## src/hdl/spi_cmd_pkg.sv

```systemverilog
`default_nettype none

package spi_cmd_pkg;

   localparam int FRAME_BITS = 32;

   // number of vector elements, fixed by the protocol
   localparam int VEC_LEN = 4;

   typedef enum logic [7:0] {
      OP_NOP     = 8'h00,
      OP_INIT    = 8'h01,
      OP_WR_INV  = 8'h02,
      OP_RD_INV  = 8'h03,
      OP_WR_LED  = 8'h04,
      OP_RD_LED  = 8'h05,
      OP_WR_VEC  = 8'h06,
      OP_RD_VEC  = 8'h07,
      OP_RD_SNAP = 8'h08,
      OP_ARM     = 8'h09
   } opcode_t;

   // one vector element
   typedef logic [23:0] vec_word_t;

   // 16 samples, earliest in bit 0
   typedef logic [15:0] snap_word_t;

   // opcode goes out first on the wire
   typedef struct packed {
      opcode_t     opcode;
      logic [23:0] payload;
   } spi_frame_t;

endpackage

`default_nettype wire

```

## src/hdl/cmd_fsm.sv

```systemverilog
`timescale 1ns/1ns
`default_nettype none

module cmd_fsm #(
   parameter int SNAP_DEPTH = 16
) (
   input  wire logic                                    clk,
   input  wire logic                                    reset,
   input  wire logic                                    rx_valid,
   input  wire spi_cmd_pkg::spi_frame_t                 rx_frame,
   output logic                                         tx_load,
   output logic [spi_cmd_pkg::FRAME_BITS-1:0]           tx_word,
   output logic                                         vec_we,
   output logic [$clog2(spi_cmd_pkg::VEC_LEN)-1:0]      vec_waddr,
   output spi_cmd_pkg::vec_word_t                       vec_wdata,
   output logic [$clog2(spi_cmd_pkg::VEC_LEN)-1:0]      vec_raddr,
   input  wire spi_cmd_pkg::vec_word_t                  vec_rdata,
   output logic [$clog2(SNAP_DEPTH)-1:0]                snap_raddr,
   input  wire spi_cmd_pkg::snap_word_t                 snap_rdata,
   input  wire logic                                    snap_busy,
   output logic                                         snap_arm,
   output logic [2:0]                                   led
);
   import spi_cmd_pkg::*;

   localparam int VEC_AW  = $clog2(VEC_LEN);
   localparam int SNAP_AW = $clog2(SNAP_DEPTH);

   typedef enum logic [1:0] {S_IDLE, S_REPLY, S_VEC_WR, S_VEC_RD} state_t;

   state_t                state;
   state_t                from_q;
   spi_frame_t            frame_q;
   logic [VEC_AW:0]       vec_idx;
   logic                  last_elem;
   logic [15:0]           inv_reg;
   logic [SNAP_AW-1:0]    snap_ptr;
   logic [FRAME_BITS-1:0] reply;

   // element frames write straight from the slave
   assign vec_we     = rx_valid && (state == S_VEC_WR);
   assign vec_wdata  = rx_frame.payload;
   assign vec_waddr  = vec_idx[VEC_AW-1:0];
   assign vec_raddr  = vec_idx[VEC_AW-1:0];
   assign snap_raddr = snap_ptr;
   assign last_elem  = (vec_idx == (VEC_AW + 1)'(VEC_LEN - 1));

   // read pointers are stable long before the reply, so rdata is valid here
   always_comb begin
      reply = '0;
      if (from_q == S_VEC_RD) begin
         reply = FRAME_BITS'(vec_rdata);
      end else if (from_q == S_IDLE) begin
         case (frame_q.opcode)
            OP_RD_INV:  reply = FRAME_BITS'(inv_reg);
            OP_RD_LED:  reply = FRAME_BITS'(led);
            OP_RD_SNAP: reply = FRAME_BITS'({snap_busy, snap_rdata});
            default:    reply = '0;
         endcase
      end
   end

   always_ff @(posedge clk) begin
      if (reset) begin
         state    <= S_IDLE;
         from_q   <= S_IDLE;
         vec_idx  <= '0;
         inv_reg  <= '0;
         snap_ptr <= '0;
         led      <= '0;
         tx_load  <= 1'b0;
         snap_arm <= 1'b0;
      end else begin
         tx_load  <= 1'b0;
         snap_arm <= 1'b0;
         case (state)
            S_REPLY: begin
               tx_load <= 1'b1;
               state   <= S_IDLE;
               if (from_q != S_IDLE) begin
                  // element frame, opcode is ignored
                  vec_idx <= vec_idx + 1'b1;
                  if (!last_elem) begin
                     state <= from_q;
                  end
               end else begin
                  case (frame_q.opcode)
                     OP_INIT: begin
                        led      <= '0;
                        inv_reg  <= '0;
                        snap_ptr <= '0;
                     end
                     OP_WR_INV: inv_reg <= ~frame_q.payload[15:0];
                     OP_WR_LED: led <= frame_q.payload[2:0];
                     OP_WR_VEC: begin
                        vec_idx <= '0;
                        state   <= S_VEC_WR;
                     end
                     OP_RD_VEC: begin
                        vec_idx <= '0;
                        state   <= S_VEC_RD;
                     end
                     OP_ARM: snap_arm <= 1'b1;
                     OP_RD_SNAP: begin
                        snap_ptr <= (snap_ptr == SNAP_AW'(SNAP_DEPTH - 1)) ? '0
                                                                          : snap_ptr + 1'b1;
                     end
                     default: ;
                  endcase
               end
            end
            default: begin
               if (rx_valid) begin
                  from_q <= state;
                  state  <= S_REPLY;
               end
            end
         endcase
      end
   end

   always_ff @(posedge clk) begin
      if (rx_valid) begin
         frame_q <= rx_frame;
      end
      if (state == S_REPLY) begin
         tx_word <= reply;
      end
   end

   assert property (@(posedge clk) disable iff (reset)
      (state == S_VEC_WR || state == S_VEC_RD) |-> (vec_idx < VEC_LEN));

   // one clock for the frame latch, one for the RAM read
   assert property (@(posedge clk) disable iff (reset) rx_valid |-> ##2 tx_load);

endmodule

`default_nettype wire

```

## src/hdl/snap_timer.sv

```systemverilog
`timescale 1ns/1ns
`default_nettype none

module snap_timer #(
   parameter int SNAP_DEPTH = 16,
   parameter int SAMPLE_DIV = 4
) (
   input  wire logic                      clk,
   input  wire logic                      reset,
   input  wire logic                      arm,
   input  wire logic                      sample_in,
   output logic                           busy,
   output logic                           we,
   output logic [$clog2(SNAP_DEPTH)-1:0]  waddr,
   output spi_cmd_pkg::snap_word_t        wdata
);
   import spi_cmd_pkg::*;

   localparam int DIV_W   = $clog2(SAMPLE_DIV + 1);
   localparam int SNAP_AW = $clog2(SNAP_DEPTH);
   localparam int SW      = $bits(snap_word_t);

   logic [1:0]       sample_sync;
   logic [DIV_W-1:0] div_cnt;
   logic [3:0]       bit_cnt;
   logic [SW-2:0]    shreg;
   logic             tick;

   // both counters rest at zero while idle
   assign tick  = (div_cnt == DIV_W'(SAMPLE_DIV - 1));
   // 16th sample goes straight into the word being written
   assign we    = tick && (bit_cnt == 4'hf);
   assign wdata = {sample_sync[1], shreg};

   always_ff @(posedge clk) begin
      sample_sync <= {sample_sync[0], sample_in};
      if (tick) begin
         shreg <= {sample_sync[1], shreg[SW-2:1]};
      end
   end

   // arm restarts a running capture too
   always_ff @(posedge clk) begin
      if (reset) begin
         busy    <= 1'b0;
         div_cnt <= '0;
         bit_cnt <= '0;
         waddr   <= '0;
      end else if (arm) begin
         busy    <= 1'b1;
         div_cnt <= '0;
         bit_cnt <= '0;
         waddr   <= '0;
      end else if (busy) begin
         div_cnt <= tick ? '0 : div_cnt + 1'b1;
         if (tick) begin
            bit_cnt <= bit_cnt + 1'b1;
         end
         if (we) begin
            waddr <= waddr + 1'b1;
            if (waddr == SNAP_AW'(SNAP_DEPTH - 1)) begin
               busy <= 1'b0;
            end
         end
      end
   end

   assert property (@(posedge clk) disable iff (reset) we |-> busy);

endmodule

`default_nettype wire

```

## src/hdl/spi_cmd_top.sv

```systemverilog
`timescale 1ns/1ns
`default_nettype none

module spi_cmd_top #(
   parameter int SNAP_DEPTH = 16,
   parameter int SAMPLE_DIV = 4
) (
   input  wire logic  clk,
   input  wire logic  reset,
   input  wire logic  spi_sck,
   input  wire logic  spi_ss,
   input  wire logic  spi_mosi,
   output logic       spi_miso,
   input  wire logic  sample_in,
   output logic       led_r,
   output logic       led_g,
   output logic       led_b
);
   import spi_cmd_pkg::*;

   localparam int VEC_AW  = $clog2(VEC_LEN);
   localparam int SNAP_AW = $clog2(SNAP_DEPTH);

   logic                  rx_valid;
   spi_frame_t            rx_frame;
   logic                  tx_load;
   logic [FRAME_BITS-1:0] tx_word;

   logic                  vec_we;
   logic [VEC_AW-1:0]     vec_waddr;
   logic [VEC_AW-1:0]     vec_raddr;
   vec_word_t             vec_wdata;
   vec_word_t             vec_rdata;

   logic                  snap_we;
   logic                  snap_arm;
   logic                  snap_busy;
   logic [SNAP_AW-1:0]    snap_waddr;
   logic [SNAP_AW-1:0]    snap_raddr;
   snap_word_t            snap_wdata;
   snap_word_t            snap_rdata;

   logic [2:0]            led;

   spi_slave u_spi (
      .clk      (clk),
      .reset    (reset),
      .spi_sck  (spi_sck),
      .spi_ss   (spi_ss),
      .spi_mosi (spi_mosi),
      .spi_miso (spi_miso),
      .rx_valid (rx_valid),
      .rx_frame (rx_frame),
      .tx_load  (tx_load),
      .tx_word  (tx_word)
   );

   cmd_fsm #(.SNAP_DEPTH(SNAP_DEPTH)) u_fsm (
      .clk        (clk),
      .reset      (reset),
      .rx_valid   (rx_valid),
      .rx_frame   (rx_frame),
      .tx_load    (tx_load),
      .tx_word    (tx_word),
      .vec_we     (vec_we),
      .vec_waddr  (vec_waddr),
      .vec_wdata  (vec_wdata),
      .vec_raddr  (vec_raddr),
      .vec_rdata  (vec_rdata),
      .snap_raddr (snap_raddr),
      .snap_rdata (snap_rdata),
      .snap_busy  (snap_busy),
      .snap_arm   (snap_arm),
      .led        (led)
   );

   snap_timer #(.SNAP_DEPTH(SNAP_DEPTH), .SAMPLE_DIV(SAMPLE_DIV)) u_timer (
      .clk       (clk),
      .reset     (reset),
      .arm       (snap_arm),
      .sample_in (sample_in),
      .busy      (snap_busy),
      .we        (snap_we),
      .waddr     (snap_waddr),
      .wdata     (snap_wdata)
   );

   word_ram #(.payload_t(vec_word_t), .DEPTH(VEC_LEN)) u_vec_ram (
      .clk   (clk),
      .we    (vec_we),
      .waddr (vec_waddr),
      .wdata (vec_wdata),
      .raddr (vec_raddr),
      .rdata (vec_rdata)
   );

   word_ram #(.payload_t(snap_word_t), .DEPTH(SNAP_DEPTH)) u_snap_ram (
      .clk   (clk),
      .we    (snap_we),
      .waddr (snap_waddr),
      .wdata (snap_wdata),
      .raddr (snap_raddr),
      .rdata (snap_rdata)
   );

   // board LEDs light on a low pin
   assign led_r = ~led[0];
   assign led_g = ~led[1];
   assign led_b = ~led[2];

endmodule

`default_nettype wire

```

## src/hdl/spi_slave.sv

```systemverilog
`timescale 1ns/1ns
`default_nettype none

module spi_slave (
   input  wire logic                                clk,
   input  wire logic                                reset,
   input  wire logic                                spi_sck,
   input  wire logic                                spi_ss,
   input  wire logic                                spi_mosi,
   output logic                                     spi_miso,
   output logic                                     rx_valid,
   output spi_cmd_pkg::spi_frame_t                  rx_frame,
   input  wire logic                                tx_load,
   input  wire logic [spi_cmd_pkg::FRAME_BITS-1:0]  tx_word
);
   import spi_cmd_pkg::*;

   localparam int BIT_W = $clog2(FRAME_BITS);

   logic [1:0]            sck_sync;
   logic [1:0]            ss_sync;
   logic [1:0]            mosi_sync;
   logic                  sck_q;
   logic                  ss_q;
   logic                  sck_rise;
   logic                  sck_fall;
   logic                  ss_fall;
   logic [BIT_W-1:0]      bit_cnt;
   logic [FRAME_BITS-1:0] rx_shift;
   logic [FRAME_BITS-1:0] tx_buf;
   logic [FRAME_BITS-1:0] tx_shift;
   logic                  tx_pending;
   logic                  done_p;
   logic                  done_q;

   // two flops per pin, then one more for edge detect
   always_ff @(posedge clk) begin
      if (reset) begin
         sck_sync  <= 2'b00;
         ss_sync   <= 2'b11;
         mosi_sync <= 2'b00;
         sck_q     <= 1'b0;
         ss_q      <= 1'b1;
      end else begin
         sck_sync  <= {sck_sync[0], spi_sck};
         ss_sync   <= {ss_sync[0], spi_ss};
         mosi_sync <= {mosi_sync[0], spi_mosi};
         sck_q     <= sck_sync[1];
         ss_q      <= ss_sync[1];
      end
   end

   assign sck_rise = sck_sync[1] & ~sck_q;
   assign sck_fall = ~sck_sync[1] & sck_q;
   assign ss_fall  = ~ss_sync[1] & ss_q;

   // bit count restarts while ss is high
   always_ff @(posedge clk) begin
      if (reset) begin
         bit_cnt  <= '0;
         done_p   <= 1'b0;
         done_q   <= 1'b0;
         rx_valid <= 1'b0;
      end else begin
         done_p   <= 1'b0;
         done_q   <= done_p;
         rx_valid <= done_q;
         if (ss_sync[1]) begin
            bit_cnt <= '0;
         end else if (sck_rise) begin
            bit_cnt <= bit_cnt + 1'b1;
            if (bit_cnt == BIT_W'(FRAME_BITS - 1)) begin
               done_p <= 1'b1;
            end
         end
      end
   end

   always_ff @(posedge clk) begin
      if (sck_rise && !ss_sync[1]) begin
         rx_shift <= {rx_shift[FRAME_BITS-2:0], mosi_sync[1]};
      end
      if (done_q) begin
         rx_frame <= spi_frame_t'(rx_shift);
      end
      if (tx_load) begin
         tx_buf <= tx_word;
      end
   end

   // reply goes out only if loaded since the last frame
   always_ff @(posedge clk) begin
      if (reset) begin
         tx_pending <= 1'b0;
         tx_shift   <= '0;
      end else begin
         if (tx_load) begin
            tx_pending <= 1'b1;
         end else if (ss_fall) begin
            tx_pending <= 1'b0;
         end
         if (ss_fall) begin
            tx_shift <= tx_pending ? tx_buf : '0;
         end else if (sck_fall && !ss_sync[1]) begin
            tx_shift <= {tx_shift[FRAME_BITS-2:0], 1'b0};
         end
      end
   end

   assign spi_miso = tx_shift[FRAME_BITS-1];

   assert property (@(posedge clk) disable iff (reset) rx_valid |=> !rx_valid);

endmodule

`default_nettype wire

```

## src/hdl/word_ram.sv

```systemverilog
`timescale 1ns/1ns
`default_nettype none

module word_ram #(
   parameter type payload_t = logic [7:0],
   parameter int  DEPTH     = 4
) (
   input  wire logic                      clk,
   input  wire logic                      we,
   input  wire logic [$clog2(DEPTH)-1:0]  waddr,
   input  wire payload_t                  wdata,
   input  wire logic [$clog2(DEPTH)-1:0]  raddr,
   output payload_t                       rdata
);

   payload_t mem [DEPTH];

   // read data lags raddr by one clock
   always_ff @(posedge clk) begin
      if (we) begin
         mem[waddr] <= wdata;
      end
      rdata <= mem[raddr];
   end

   assert property (@(posedge clk) we |-> (waddr < DEPTH));

endmodule

`default_nettype wire

```

## config.mk

```make
export PLATFORM = sky130hd
export DESIGN_NAME = spi_cmd_top
export DESIGN_NICKNAME = d
export VERILOG_FILES = /design/src/hdl/spi_cmd_pkg.sv /design/src/hdl/cmd_fsm.sv /design/src/hdl/snap_timer.sv /design/src/hdl/spi_cmd_top.sv /design/src/hdl/spi_slave.sv /design/src/hdl/word_ram.sv
export SDC_FILE = /design/constraint.sdc
export NUM_CORES = 1
export LEC_CHECK = 0
export BUFFER_PORTS_ARGS = -buffer_cell sky130_fd_sc_hd__buf_4
export CAP_MARGIN = 30
export CORE_MARGIN = 2
export CORE_UTILIZATION = 50
export CTS_BUF_LIST = sky130_fd_sc_hd__clkbuf_16
export DETAILED_ROUTE_END_ITERATION = 10
export PLACE_DENSITY = 0.75
export SLEW_MARGIN = 20
export SYNTH_ARGS = -nofsm -noshare
export SYNTH_HDL_FRONTEND = slang
export SYNTH_SLANG_ARGS = --single-unit
```

## constraint.sdc

```tcl
create_clock -name clk -period 4.8 [get_ports clk]
set_clock_uncertainty 0.1 [all_clocks]
set_input_delay 0 -clock clk [delete_from_list [all_inputs] [get_ports clk]]
set_output_delay 0 -clock clk [all_outputs]
set_load 0.03 [all_outputs]
```

# Yosys cells after proc, flatten, opt, wreduce, memory -nomap -nowiden
# Memory sizes are Yosys's and may differ from the RTL's. A register that Yosys moved wholly into a read port is not among the register bits.
# Cells that the tools add are included.
op_classes:
  n_addsub: 6
  eq_ne: 18
  mux: 31
  bitwise_logic: 14
  reduce_logical: 27
ops:
  columns: ["cell", "count"]
  rows:
  - ["2-to-1 mux 32 bit", 3]
  - ["case mux 17 bit (3 select lines)", 1]
  - ["2-to-1 mux 24 bit", 2]
  - ["equality test 8 x 3 -> 1 bit (second input constant)", 4]
  - ["case mux 16 bit (2 select lines)", 1]
  - ["equality test 8 x 2 -> 1 bit (second input constant)", 2]
  - ["equality test 8 x 4 -> 1 bit (second input constant)", 2]
  - ["NOT 16 bit", 1]
  - ["nonzero test 2 bit", 8]
  - ["2-to-1 mux 1 bit", 13]
  - ["adder 4 x 1 -> 4 bit (second input constant)", 3]
  - ["equality test 4 bit (second input constant)", 3]
  - ["NOT 1 bit", 10]
  - ["2-to-1 mux 3 bit", 3]
  - ["AND reduction 3 bit", 3]
  - ["equality test 8 x 1 -> 1 bit (second input constant)", 1]
  - ["2-to-1 mux 2 bit", 4]
  - ["case mux 4 bit (2 select lines)", 1]
  - ["AND reduction 2 bit", 4]
  - ["OR reduction 2 bit", 4]
  - ["adder 3 x 1 -> 3 bit (second input constant)", 2]
  - ["equality test 3 x 2 -> 1 bit (second input constant)", 2]
  - ["case mux 3 bit (2 select lines)", 1]
  - ["OR reduction 3 bit", 2]
  - ["10 further kinds", 16]
word_totals:
  reg_bits: 262
  ramBits: 352
  inputBits: 6
  output_inout_bits: 4
  elab_cells: 131
  memories: 2
mem_list:
  columns: ["name", "depth", "width", "rd", "rd_clocked_by_memory_dff", "wr", "line", "source"]
  rows:
  - ["u_snap_ram.mem", 16, 16, 1, 1, 1, "word_ram.sv:16", "payload_t mem [DEPTH];"]
  - ["u_vec_ram.mem", 4, 24, 1, 1, 1, "word_ram.sv:16", null]

# Longest topological paths before layout
depth:
  ltp_word: 5
  mapped_depth: 7
  mapped_depth_nobuf: 6

# By module
# Synthesis repeated with hierarchy kept, for this count alone.
unflattened:
  hier_cells: 1312
  area_unflattened_um2: 23610.1
modules_own_cells:
  columns: ["mod", "instances", "cells_per_inst", "area_per_inst_um2", "seq_area_each_um2"]
  rows:
  - ["word_ram at u_snap_ram", 1, 432, 10042.1, 8007.7]
  - ["spi_slave", 1, 337, 4947.2, 3863.7]
  - ["word_ram at u_vec_ram", 1, 154, 4015.1, 3363.2]
  - ["cmd_fsm", 1, 307, 3549.7, 2082.0]
  - ["snap_timer", 1, 79, 1044.8, 730.7]
  - ["spi_cmd_top", 1, 3, 11.3, 0.0]

# Worst setup path after synthesis
# No wires, ideal clock.
synth_timing:
  path_kind: "register to register"
  from: "register u_timer.div_cnt[0]"
  to: "memory u_snap_ram.mem[3][0] (netlist name) (enable)"
  setup_ns: 0.409
  t_arrival_ns: 2.392
  required_time_ns: 4.291
  setup_slack_ns: 1.899
  path_stages_with_launch: 6
  n_path_buf: 0
  synth_period_minus_slack_ns: 2.901
  path_cell_list: "dfxtp_1 ha_1 nand2b_1 inv_1 nand3_1 nor3_1"
synth_between:
  elab_chain_len: 4
synth_rtl:
  columns: ["element", "line", "source"]
  rows:
  - ["from (decl)", "snap_timer.sv:24", "logic [DIV_W-1:0] div_cnt;"]
  - ["from (signal assigned)", "snap_timer.sv:55", "div_cnt <= tick ? '0 : div_cnt + 1'b1;"]
  - ["equality test 3 x 2 -> 1 bit", "snap_timer.sv:30", "assign tick = (div_cnt == DIV_W'(SAMPLE_DIV - 1));"]
  - ["logical AND 1 bit", "snap_timer.sv:32", "assign we = tick && (bit_cnt == 4'hf);"]
  - ["2-to-1 mux 1 bit", "word_ram.sv:20", "if (we) begin"]
  - ["2-to-1 mux 1 bit (implied by the code)", "word_ram.sv:21", "mem[waddr] <= wdata;"]
  - ["to (decl)", "word_ram.sv:16", null]
# No other way between the ends.

# Worst setup path after layout
layout_timing:
  from: "register u_timer.div_cnt[0]"
  to: "memory u_snap_ram.mem[7][13] (netlist name) (enable)"
# The elaborated chain is that of the path after synthesis.

==> impl_metrics.toml <==
[run_status]
outcome = "complete, no violations"

[synthesis]
synth_nets = 1279
syn_area_per_cell_um2 = 18.1
synth_warnings = 0
post-synth-top-count-cell = "edfxtp_1"
synth_commonest_cells = "edfxtp_1, dfxtp_1, nand2_1"
synth_top_area_share = 0.662
synthFlopType = "edfxtp_1"
synth_top_cell_by_area = "edfxtp_1"
synthesis.area_um2 = 22800
postSynthCellCount = 1259
synth-seq-area-share = 0.780
synth_edf_count = 503
ys_top_cells_by_area = "edfxtp_1, dfxtp_1, mux4_2"
yosys_register_bits = 638
ys_types = 50
async_flop_share = 0

[layout]
drive_gt1_frac = 0.183
antenna_cells = 0
fin_nets = 1319
areaGrowthSynthToFinish_pct = 11.9
regMostFlops = "u_snap_ram.mem"
fin_cells = 1945
top_regs = "u_snap_ram.mem x256, u_vec_ram.mem x96"
largest_reg_flops = 256

[timing]
fin_crit_ns = 2.82
setup-tns-final_ns = 0
max_freq_mhz = 354
rsz0062_at_grt = "no"
finalHoldViolCount = 0
setup_violations = 0
slew_headroom = 0.369
worst_pin_slew_ns = 0.945
slew_violations = 0
fin_crit_sh = 0.588

[route]
vias = 11200
drc = 0
drtPass1Iterations = 5
drtIter0Drc = 1095
post_drt_wl_per_cell_um = 21.8
vias_per_cell = 5.75
drtAntennaViolNets = 0
drt_wl_total_um = 42300

[clock_tree]
cts_hold_buffers = 8
cts_setup_buffers = 0
ctsResizeCount = 0
cts_root_buf = "clkbuf_16"
clk_transition_reported_paths_ns = 0.06
htreeDepth = 2
cts_made_buffers = 57
cts_tree = "yes"
clkLatencyLatePin_ns = 0.59
clock_sinks = 638
cts_buffer_depth = 3

[critical_path]
criticalPathCategory = "register to register"
crit_fanout = 19
critPathMaxStageDelay_ns = 0.77
cp-start-kind = "register"
critical-path-top-delay-family = "simple AND/OR/NAND/NOR gates"
required_ns = 4.91
worstPathArrival_ns = 2.93
path_cells = "ha_1 > nand2b_1 > inv_1 > nand3_1 > nor2_2"
worst-path-buf-inv = 1
endpoint_kind = "register"
cp_slowest_cell = "nor2_2"

[floorplanning]
num_rows = 78
die_area_um2 = 47400
die_y_um = 218
start_util = 0.505
core_area_um2 = 45200
dieWidth_um = 218
boundaryPins = 10

[global_route]
first_global_vias = 11100
grt_usage = 0.182
grt_pass1_wl_um = 65600
grt_max_degree = 56
grt_overflow = 0
antenna_found_initial = 1

[power]
p_leak_nw = 8.11
irDropWorstVdd_mv = 0.292
pwr_density_cell_nw_per_um2 = 400

[place]
io_buffers = 9
placed_cells = 1829
place_congestion = 0.824
dpl.hpwl_um = 25500

[hold_path]
hold_path_class = "primary input to register"

[run]
drv_cap = 0
==> worst register-to-register path, cell delays in order (launching register included) <==
cell	delay, ns
dfxtp_1	0.36
ha_1	0.20
nand2b_1	0.12
inv_1	0.53
nand3_1	0.37
nor2_2	0.77
==> area by class of cell <==
| type | count | area, µm² |
|---|---|---|
| Timing Repair Buffer | 51 | 450 |
| Clock buffer | 60 | 1500 |
| Multi-Input combinational cell | 538 | 4710 |
| Fill cell | 3192 | 19600 |
| Sequential cell | 638 | 17800 |
| Clock inverter | 45 | 277 |
| Tap cell | 600 | 751 |
| Inverter | 13 | 48.8 |
==> metal layers <==
layer	wire (µm)	vias up	GRT usage
met3	2430	74	0.0286
met5	0	-	0
li1	-	4995	-
met4	1240	0	0.0632
met2	19800	372	0.281
met1	18900	5734	0.266
==> power by group <==
part / leakage (nW) / switching, W / internal (W)
sequential: 5.61 / 0.00000980 / 0.00590
combinational: 1.56 / 0.0000293 / 0.0000194
clock: 0.938 / 0.00186 / 0.00240
total: 8.11 / 0.00190 / 0.00832
==> logic make-up after synthesis <==
logic type	Yosys count	share of synthesized area
AO/OA/AOI/OAI	167	0.0499
multiplexers	92	0.0887
AND/OR/NAND/NOR	254	0.0537
buffers and inverters	83	0.0155
flip-flops	638	0.780
adder cells (fa/ha/maj)	14	0.00768
XOR/XNOR	11	0.00422
==> final timing paths <==
kind / from / to / slack (ns) / cells past startpoint
max: u_timer.div_cnt[0]$_SDFFE_PP0P_ / u_snap_ram.mem[7][13]$_DFFE_PP_ / 1.98 / 5
max reg2reg: u_timer.div_cnt[0]$_SDFFE_PP0P_ / u_snap_ram.mem[7][13]$_DFFE_PP_ / 1.98 / 5
min: spi_ss / u_spi.ss_sync[0]$_SDFF_PP1_ / 0.04 / 3
min reg2reg: u_timer.sample_sync[0]$_DFF_P_ / u_timer.sample_sync[1]$_DFF_P_ / 0.23 / 0
==> through the flow <==
step,hold WS (ns),setup slack (ns),cell area (µm²),total power (W),util
floorplan,-0.0723,1.90,22800,0.00605,-
global placement,0.00469,1.73,23600,0.00606,0.522
detailed placement,0.00707,1.95,23600,0.00607,0.523
CTS,0.0106,1.94,25500,0.0103,0.564
global route,0.0347,1.67,25500,0.0105,0.565
finish,0.0361,1.98,25500,0.0102,0.565
==> placed cells by master, fill, tap and decap left out, types with 12 or more instances in the layout <==
master	Yosys	layout
edfxtp_1	503	503
dfxtp_1	135	132
nand2_1	124	124
mux4_2	88	88
clkbuf_16	0	60
a22oi_1	49	49
a21oi_1	46	46
buf_4	0	38
nor2_1	37	35
inv_1	13	32
o21ai_0	26	26
a311oi_1	21	21
nand3_1	15	15
ha_1	14	14
clkinv_1	0	13
and3_1	14	12
Note: power is estimated with default switching activity, not from simulation.
